`src/verilog/uart_rx_pkg.sv`:
```
`default_nettype none

package uart_rx_pkg;

    localparam int NUM_CH     = 4;
    localparam int BAUD_DIV   = 4;                  // clk cycles per oversampling tick.
    localparam int OVERSAMPLE = 16;                 // ticks per bit.
    localparam int WB_ADR_W   = 3;
    localparam int CH_W       = $clog2(NUM_CH);
    localparam int BAUD_CNT_W = $clog2(BAUD_DIV);
    localparam int TICK_CNT_W = $clog2(OVERSAMPLE);

    localparam logic [WB_ADR_W-1:0]   STATUS_ADR = WB_ADR_W'(NUM_CH);
    localparam logic [BAUD_CNT_W-1:0] BAUD_LAST  = BAUD_CNT_W'(BAUD_DIV - 1);
    localparam logic [TICK_CNT_W-1:0] TICK_LAST  = TICK_CNT_W'(OVERSAMPLE - 1);
    localparam logic [TICK_CNT_W-1:0] TICK_HALF  = TICK_CNT_W'(OVERSAMPLE / 2 - 1);

    // frame sequencer states.
    localparam logic [3:0] RX_IDLE       = 4'b0000;
    localparam logic [3:0] RX_START_BIT  = 4'b0001;
    localparam logic [3:0] RX_DATA_BIT_0 = 4'b0010;
    localparam logic [3:0] RX_DATA_BIT_1 = 4'b0011;
    localparam logic [3:0] RX_DATA_BIT_2 = 4'b0100;
    localparam logic [3:0] RX_DATA_BIT_3 = 4'b0101;
    localparam logic [3:0] RX_DATA_BIT_4 = 4'b0110;
    localparam logic [3:0] RX_DATA_BIT_5 = 4'b0111;
    localparam logic [3:0] RX_DATA_BIT_6 = 4'b1000;
    localparam logic [3:0] RX_DATA_BIT_7 = 4'b1001;
    localparam logic [3:0] RX_PARITY_BIT = 4'b1010;
    localparam logic [3:0] RX_STOP_BIT   = 4'b1011;

    typedef struct packed {
        logic       parity_err;
        logic       frame_err;
        logic [7:0] data;
    } rx_frame_t;

    typedef struct packed {
        logic                cyc;
        logic                stb;
        logic                we;
        logic [WB_ADR_W-1:0] adr;
        logic [31:0]         dat_w;
    } wb_req_t;

    typedef struct packed {
        logic        ack;
        logic [31:0] dat_r;
    } wb_rsp_t;

    typedef struct packed {
        logic [19:0] pad;
        logic        valid;
        logic        overrun;
        logic        parity_err;
        logic        frame_err;
        logic [7:0]  data;
    } rx_data_view_t;

    typedef struct packed {
        logic [31-2*NUM_CH:0] pad;
        logic [NUM_CH-1:0]    overrun;
        logic [NUM_CH-1:0]    ready;
    } rx_status_view_t;

    // one register word, read as a channel data register or as status.
    typedef union packed {
        rx_data_view_t   chan;
        rx_status_view_t status;
    } rx_reg_word_u;

endpackage

`default_nettype wire
```
`src/verilog/multi_uart_rx.sv`:
```
`timescale 1ns/100ps
`default_nettype none

module multi_uart_rx (
    input  logic                           clk,
    input  logic                           reset,
    input  logic [uart_rx_pkg::NUM_CH-1:0] rxd,
    input  uart_rx_pkg::wb_req_t           wb_req,
    output uart_rx_pkg::wb_rsp_t           wb_rsp,
    output logic                           irq
);
    import uart_rx_pkg::*;

    logic              tick;                        // shared 16x tick.
    logic [NUM_CH-1:0] frame_valid;
    rx_frame_t         frames [NUM_CH];

    rx_baud_gen u_rx_baud_gen (
        .clk   (clk),
        .reset (reset),
        .tick  (tick)
    );

    for (genvar g = 0; g < NUM_CH; g++)
    begin : g_ch
        rx_channel u_rx_channel (
            .clk         (clk),
            .reset       (reset),
            .tick        (tick),
            .rxd         (rxd[g]),
            .frame_valid (frame_valid[g]),
            .frame       (frames[g])
        );
    end

    rx_wb_regs u_rx_wb_regs (
        .clk         (clk),
        .reset       (reset),
        .frame_valid (frame_valid),
        .frames      (frames),
        .wb_req      (wb_req),
        .wb_rsp      (wb_rsp),
        .irq         (irq)
    );

endmodule

`default_nettype wire

```
`src/verilog/rx_baud_gen.sv`:
```
`timescale 1ns/100ps
`default_nettype none

module rx_baud_gen (
    input  logic clk,
    input  logic reset,
    output logic tick
);
    import uart_rx_pkg::*;

    logic [BAUD_CNT_W-1:0] div_cnt;

    always_ff @(posedge clk)
    begin
        if (reset)
        begin
            div_cnt <= '0;
            tick    <= 1'b0;
        end
        else
        begin
            if (div_cnt == BAUD_LAST)
            begin
                div_cnt <= '0;
                tick    <= 1'b1;                    // one pulse per wrap.
            end
            else
            begin
                div_cnt <= div_cnt + 1'b1;
                tick    <= 1'b0;
            end
        end
    end

endmodule

`default_nettype wire

```
`src/verilog/rx_channel.sv`:
```
`timescale 1ns/100ps
`default_nettype none

module rx_channel (
    input  logic                   clk,
    input  logic                   reset,
    input  logic                   tick,
    input  logic                   rxd,
    output logic                   frame_valid,
    output uart_rx_pkg::rx_frame_t frame
);
    import uart_rx_pkg::*;

    logic                  rxd_meta;
    logic                  rxd_sync;
    logic                  rxd_prev;
    logic                  fall_edge;
    logic                  busy;                    // frame in progress.
    logic [TICK_CNT_W-1:0] tick_cnt;
    logic                  mid_strobe;
    logic                  end_strobe;
    logic                  sampling_strobe;
    logic                  held_sample;
    logic [7:0]            shift_q;
    logic                  parity_acc;
    logic                  parity_err_q;
    logic                  data_is_available;
    logic                  is_parity_stage;
    logic                  data_is_valid;
    logic                  valid_prev;
    logic                  valid_rise;

    assign fall_edge       = rxd_prev & ~rxd_sync;
    assign sampling_strobe = mid_strobe | end_strobe;
    assign valid_rise      = data_is_valid & ~valid_prev;

    // line idles high.
    always_ff @(posedge clk)
    begin
        if (reset)
        begin
            rxd_meta <= 1'b1;
            rxd_sync <= 1'b1;
            rxd_prev <= 1'b1;
        end
        else
        begin
            rxd_meta <= rxd;
            rxd_sync <= rxd_meta;
            rxd_prev <= rxd_sync;
        end
    end

    // first strobe half a bit after the start edge, then one per bit.
    always_ff @(posedge clk)
    begin
        if (reset)
        begin
            busy       <= 1'b0;
            tick_cnt   <= '0;
            mid_strobe <= 1'b0;
            end_strobe <= 1'b0;
        end
        else
        begin
            mid_strobe <= 1'b0;
            end_strobe <= valid_rise;               // sends the fsm back to idle.
            if (valid_rise)
            begin
                busy <= 1'b0;
            end
            else if (!busy && fall_edge)
            begin
                busy     <= 1'b1;
                tick_cnt <= TICK_HALF;
            end
            else if (busy && tick)
            begin
                if (tick_cnt == '0)
                begin
                    mid_strobe <= 1'b1;
                    tick_cnt   <= TICK_LAST;
                end
                else
                begin
                    tick_cnt <= tick_cnt - 1'b1;
                end
            end
        end
    end

    rx_state u_rx_state (
        .clk               (clk),
        .reset             (reset),
        .start_detected    (busy),
        .sampling_strobe   (sampling_strobe),
        .data_is_available (data_is_available),
        .is_parity_stage   (is_parity_stage),
        .data_is_valid     (data_is_valid)
    );

    // the held sample is one bit behind the fsm flags.
    always_ff @(posedge clk)
    begin
        if (!busy && fall_edge)
            parity_acc <= 1'b0;
        if (sampling_strobe)
        begin
            held_sample <= rxd_sync;
            if (data_is_available)
            begin
                shift_q    <= {held_sample, shift_q[7:1]};  // lsb first.
                parity_acc <= parity_acc ^ held_sample;
            end
            if (is_parity_stage)
                parity_err_q <= parity_acc ^ held_sample;   // even parity.
        end
    end

    always_ff @(posedge clk)
    begin
        if (reset)
        begin
            frame_valid <= 1'b0;
            valid_prev  <= 1'b0;
        end
        else
        begin
            frame_valid <= valid_rise;
            valid_prev  <= data_is_valid;
        end
    end

    always_ff @(posedge clk)
    begin
        if (valid_rise)
        begin
            frame.data       <= shift_q;
            frame.parity_err <= parity_err_q;
            frame.frame_err  <= ~held_sample;       // stop bit must be high.
        end
    end

endmodule

`default_nettype wire

```
`src/verilog/rx_state.sv`:
```
`timescale 1ns/100ps
`default_nettype none

module rx_state (
    input  logic clk,
    input  logic reset,
    input  logic start_detected,
    input  logic sampling_strobe,
    output logic data_is_available,
    output logic is_parity_stage,
    output logic data_is_valid
);
    import uart_rx_pkg::*;

    logic [3:0] state;

    // flags follow the state one cycle later.
    always_ff @(posedge clk)
    begin
        if (reset)
        begin
            data_is_available <= 1'b0;
            is_parity_stage   <= 1'b0;
            data_is_valid     <= 1'b0;
        end
        else
        begin
            data_is_available <= (state >= RX_DATA_BIT_0) && (state <= RX_DATA_BIT_7);
            is_parity_stage   <= (state == RX_PARITY_BIT);
            data_is_valid     <= (state == RX_STOP_BIT);    // lines up with the stop check.
        end
    end

    always_ff @(posedge clk)
    begin
        if (reset)
        begin
            state <= RX_IDLE;
        end
        else if (sampling_strobe)
        begin
            case (state)
                RX_IDLE:
                begin
                    if (start_detected)
                        state <= RX_START_BIT;
                end
                RX_START_BIT:
                    state <= RX_DATA_BIT_0;
                RX_DATA_BIT_0,
                RX_DATA_BIT_1,
                RX_DATA_BIT_2,
                RX_DATA_BIT_3,
                RX_DATA_BIT_4,
                RX_DATA_BIT_5,
                RX_DATA_BIT_6,
                RX_DATA_BIT_7:
                    state <= state + 4'd1;              // bit 7 steps on to parity.
                RX_PARITY_BIT:
                    state <= RX_STOP_BIT;
                RX_STOP_BIT:
                    state <= RX_IDLE;
                default:
                    state <= RX_IDLE;
            endcase
        end
    end

endmodule

`default_nettype wire

```
`src/verilog/rx_wb_regs.sv`:
```
`timescale 1ns/100ps
`default_nettype none

module rx_wb_regs (
    input  logic                           clk,
    input  logic                           reset,
    input  logic [uart_rx_pkg::NUM_CH-1:0] frame_valid,
    input  uart_rx_pkg::rx_frame_t         frames [uart_rx_pkg::NUM_CH],
    input  uart_rx_pkg::wb_req_t           wb_req,
    output uart_rx_pkg::wb_rsp_t           wb_rsp,
    output logic                           irq
);
    import uart_rx_pkg::*;

    rx_frame_t         frame_q [NUM_CH];
    logic [NUM_CH-1:0] valid_q;
    logic [NUM_CH-1:0] overrun_q;
    logic              req;                         // request not yet acked.
    logic [CH_W-1:0]   ch_sel;
    logic [NUM_CH-1:0] rd_clr;
    logic [NUM_CH-1:0] ovr_clr;
    rx_reg_word_u      rd_word;
    rx_reg_word_u      wr_word;

    assign req     = wb_req.cyc & wb_req.stb & ~wb_rsp.ack;
    assign ch_sel  = wb_req.adr[CH_W-1:0];
    assign wr_word = wb_req.dat_w;
    assign irq     = |valid_q;

    always_comb
    begin
        for (int i = 0; i < NUM_CH; i++)
        begin
            rd_clr[i] = req & ~wb_req.we & (wb_req.adr == WB_ADR_W'(i));
        end
        ovr_clr = wr_word.status.overrun
                & {NUM_CH{req & wb_req.we & (wb_req.adr == STATUS_ADR)}};   // write one to clear.
    end

    always_comb
    begin
        rd_word = '0;
        if (wb_req.adr == STATUS_ADR)
        begin
            rd_word.status.ready   = valid_q;
            rd_word.status.overrun = overrun_q;
        end
        else if (wb_req.adr < STATUS_ADR)
        begin
            rd_word.chan.valid      = valid_q[ch_sel];
            rd_word.chan.overrun    = overrun_q[ch_sel];
            rd_word.chan.parity_err = frame_q[ch_sel].parity_err;
            rd_word.chan.frame_err  = frame_q[ch_sel].frame_err;
            rd_word.chan.data       = frame_q[ch_sel].data;
        end
    end

    always_ff @(posedge clk)
    begin
        if (reset)
        begin
            wb_rsp    <= '0;
            valid_q   <= '0;
            overrun_q <= '0;
            for (int i = 0; i < NUM_CH; i++)
            begin
                frame_q[i] <= '0;
            end
        end
        else
        begin
            wb_rsp.ack <= req;                      // single cycle ack, no wait states.
            if (req)
                wb_rsp.dat_r <= rd_word;
            for (int i = 0; i < NUM_CH; i++)
            begin
                if (rd_clr[i])
                begin
                    valid_q[i]   <= 1'b0;
                    overrun_q[i] <= 1'b0;
                end
                if (ovr_clr[i])
                    overrun_q[i] <= 1'b0;
                if (frame_valid[i])
                begin
                    frame_q[i] <= frames[i];        // newest frame always wins.
                    valid_q[i] <= 1'b1;
                    if (valid_q[i] && !rd_clr[i])
                        overrun_q[i] <= 1'b1;
                end
            end
        end
    end

endmodule

`default_nettype wire

```
`config.mk`:
```
export PLATFORM = sky130hd
export DESIGN_NAME = multi_uart_rx
export DESIGN_NICKNAME = d
export VERILOG_FILES = /design/src/verilog/uart_rx_pkg.sv /design/src/verilog/multi_uart_rx.sv /design/src/verilog/rx_baud_gen.sv /design/src/verilog/rx_channel.sv /design/src/verilog/rx_state.sv /design/src/verilog/rx_wb_regs.sv
export SDC_FILE = /design/constraint.sdc
export NUM_CORES = 1
export LEC_CHECK = 0
export ABC_CLOCK_PERIOD_IN_PS = 1580
export BUFFER_PORTS_ARGS = -buffer_cell sky130_fd_sc_hd__buf_2
export CAP_MARGIN = 30
export CORE_AREA = 2 2 146 148
export DETAILED_ROUTE_END_ITERATION = 7
export DIE_AREA = 0 0 148 150
export GPL_TIMING_DRIVEN = 0
export PLACE_DENSITY = 0.61
export SLEW_MARGIN = 25
export SYNTH_ARGS = -nofsm -noshare
export SYNTH_HDL_FRONTEND = slang
export SYNTH_SLANG_ARGS = --single-unit
```
`constraint.sdc`:
```
create_clock -name clk -period 1.58 [get_ports clk]
set_input_delay 0.237 -clock clk [delete_from_list [all_inputs] [get_ports clk]]
set_output_delay 0.237 -clock clk [all_outputs]
set_load 0.03 [all_outputs]
```
==> metrics.yaml <==
status: "complete, but fails checks"
violations: "setup timing"
drt_iter0_drc: 367
timing.final.ws_setup_ps: -169
yosysWarnings: 0
fin_nets: 903
overflow: 0
rsz0062_at_grt: "true"
grt_pass1_wl_um: 28100
grtUsageTotal: 0.158
critPathKind: "reg2out"
setup_viol: 2
maxSlewViolCount: 0
clk_pin_slew_ps: 60
cts-htree-levels: 1
avgSynthCellArea_sq_um: 12.1
drv_cap: 0
grt_pass1_vias: 5521
vias: 5797
power_density_mw_per_mm2: 1150
final_area_sq_mm: 0.0108
skew_ps: 8.65
syn_inst: 750
synth_ff_type: "edfxtp_1"
cts_sinks: 220
hold_violations: 0
ioPinCount: 78
root_buffer: "clkbuf_16"
core-area_sq_mm: 0.0207
numPortBuffers: 27
crit_required_ps: 1340
seq_area_frac_synth: 0.617
start_util: 0.439
vias_per_cell: 5.14
synth_cell_type_count: 59
rows: 53
syn_to_final_growth_pct: 19.5
gp_congestion: 0.805
dpl_cell_area_sq_mm: 0.00964
worstPathArrival_ps: 1510
dr.pass1.iters: 5
clock_latency_ps: 510
hp-class: "in2reg"
die_w_um: 148
ant_nets: 0
ys_ff_latch: 220
max_freq_mhz: 572
hpwl_um: 12100
grt_max_degree: 16
async_flop_share: 0
cts_tree: "yes"
numCtsBuffers: 24
stdcell_count: 1127
remaining_drc_errors: 0
wl_per_cell_um: 15.8
tightest_slew_ps: 807
ir_worst_vdd_v: 0.000690
worstPathMaxFanout: 3
synth-edff-count: 120
drt-total-wl_um: 17800
period_needed_ps: 1750
dp.cells: 1071
die_h_um: 150
period_share: 1.11
cellLeakagePower_nw: 4.18
cts_buffer_depth: 3
drive_above_1_share: 0.200
die_area_sq_mm: 0.0222
antenna_cells: 0
antenna_found_initial: 0
worstSetupEndpointType: "output port"
slew_headroom: 0.462
netlist_area_sq_mm: 0.00908
cp-start-kind: "flop"
==> flip-flops by register name, summed over array words and instances (netlist names), 13 cells and up <==
| register | count |
|---|---|
| g_ch.u_rx_channel.frame | 40 |
| u_rx_wb_regs.frame_q | 40 |
| g_ch.u_rx_channel.shift_q | 32 |
| g_ch.u_rx_channel.tick_cnt | 16 |
| g_ch.u_rx_channel.u_rx_state.state | 16 |
| u_rx_wb_regs.wb_rsp | 13 |
==> what timing repair did <==
action                                 in CTS  in global routing
resized for setup                          27                 44
gates cloned                                0                  0
hold buffers                                4                  0
setup buffers                               3                  7
pin swaps                                   3                  8
setup endpoints to repair                  21                 34
endpoints found under the hold margin       4                  0
==> worst max-delay path: stages, from the launching register on <==
cell	delay, ps
dfxtp_4	350
or4_4	510
buf_6	150
==> cell families (layout without fill, tap and decap cells) <==
kind of cell | after synthesis | after routing | synth area share
simple gates | 241 | 241 | 0.146
flops | 220 | 220 | 0.617
compound gates | 149 | 149 | 0.111
buf+inv | 96 | 179 | 0.0511
fa+ha+maj | 25 | 25 | 0.0345
mux | 14 | 14 | 0.0362
xor+xnor | 4 | 4 | 0.00386
other cells | 1 | 20 | 0.000413
==> cell usage in the layout, fill, tap and decap left out, types with 13 or more instances in the layout <==
cell type	instances
edfxtp_1	120
dfxtp_1	89
nor2_1	58
and2_1	43
inv_1	41
buf_2	30
o21ai_0	30
buf_4	30
nand2_1	25
a21oi_1	25
clkbuf_16	25
nor2b_1	22
clkbuf_1	22
conb_1	20
nor3_1	19
or2_2	14
ha_1	13
==> per-layer routing <==
metal | vias to the layer above | GRT usage | routed length, um
met5 | - | 0 | 0
met4 | 0 | 0.0443 | 382
met3 | 30 | 0.0250 | 680
met2 | 135 | 0.269 | 8530
met1 | 2769 | 0.211 | 8200
li1 | 2863 | - | -
==> per-stage QoR <==
| step | utilization | TNS, ps | setup WS, ps | hold slack, ps | power, mW |
|---|---|---|---|---|---|
| floorplan | - | 0 | 68.9 | 341 | 6.64 |
| global placement | 0.465 | -28820 | -390 | 392 | 6.79 |
| detailed placement | 0.466 | -27080 | -414 | 398 | 6.80 |
| CTS | 0.512 | -184 | -184 | 92.3 | 12.6 |
| global route | 0.524 | -356 | -196 | 121 | 12.8 |
| finish | 0.524 | -172 | -169 | 110 | 12.4 |
==> area by class of cell <==
| type | count | area, sq um |
|---|---|---|
| buffer | 48 | 285 |
| clock buffer | 30 | 654 |
| timing repair buffer | 41 | 256 |
| multi-input combinational | 453 | 3320 |
| clock inverter | 14 | 171 |
| fill | 1821 | 9840 |
| tap | 275 | 344 |
| sequential | 220 | 5630 |
| inverter | 46 | 179 |
==> final timing paths <==
kind	end	slack, ps	start	cells past startpoint
worst min-delay path	u_rx_wb_regs.overrun_q[3]	110	wb_req[7]	4
worst max-delay path	irq	-170	u_rx_wb_regs.valid_q[2]	2
worst max register to register	g_ch[1].u_rx_channel.u_rx_state.state[3]	0	g_ch[1].u_rx_channel.u_rx_state.state[0]	6
worst min register to register	g_ch[2].u_rx_channel.rxd_sync	410	g_ch[2].u_rx_channel.rxd_meta	1
==> where the power goes <==
part	total [mW]	internal [mW]	switching, mW	leakage, nW
Clock	5.77	3.58	2.18	0.401
Combinational	0.540	0.208	0.332	1.83
Sequential	6.13	6.07	0.0582	1.95
Total	12.4	9.87	2.57	4.18
==> synthesized netlist by cell type (3+ instances only) <==
cell type  count  area, sq um
nor3_1        22          110
and3_1         4         25.0
o21bai_1       3         22.5
or2_2         14         87.6
nand3_1       10         50.1
a21boi_0       5         37.5
nor2b_1       25          156
nand2b_1       6         37.5
o41ai_1        4         35.0
a21o_1         8         60.1
a31oi_1       10         62.6
a221oi_1      11         96.3
edfxtp_1     120         3600
buf_2          4         20.0
nand3b_1       3         22.5
a22oi_1        6         45.0
nor3b_1        5         37.5
a211oi_1       5         37.5
a21oi_2        3         26.3
nand2_1       25         93.8
nor4bb_1       4         40.0
dfxtp_1      100         2000
ha_1          25          313
buf_1          3         11.3
a21oi_1       28          140
buf_4         20          150
a311oi_1       8         70.1
nor4_1         8         50.1
o21ai_0       34          170
or3b_1         4         35.0
mux4_1        10          263
xor2_1         4         35.0
inv_1         46          173
nor2_1        58          218
o22ai_1        6         37.5
o21ba_2        3         30.0
and2_1        43          269
a41o_1         3         30.0
clkbuf_1      21         78.8
o32ai_1        4         35.0
No activity file was read; power rests on OpenSTA's default activity.
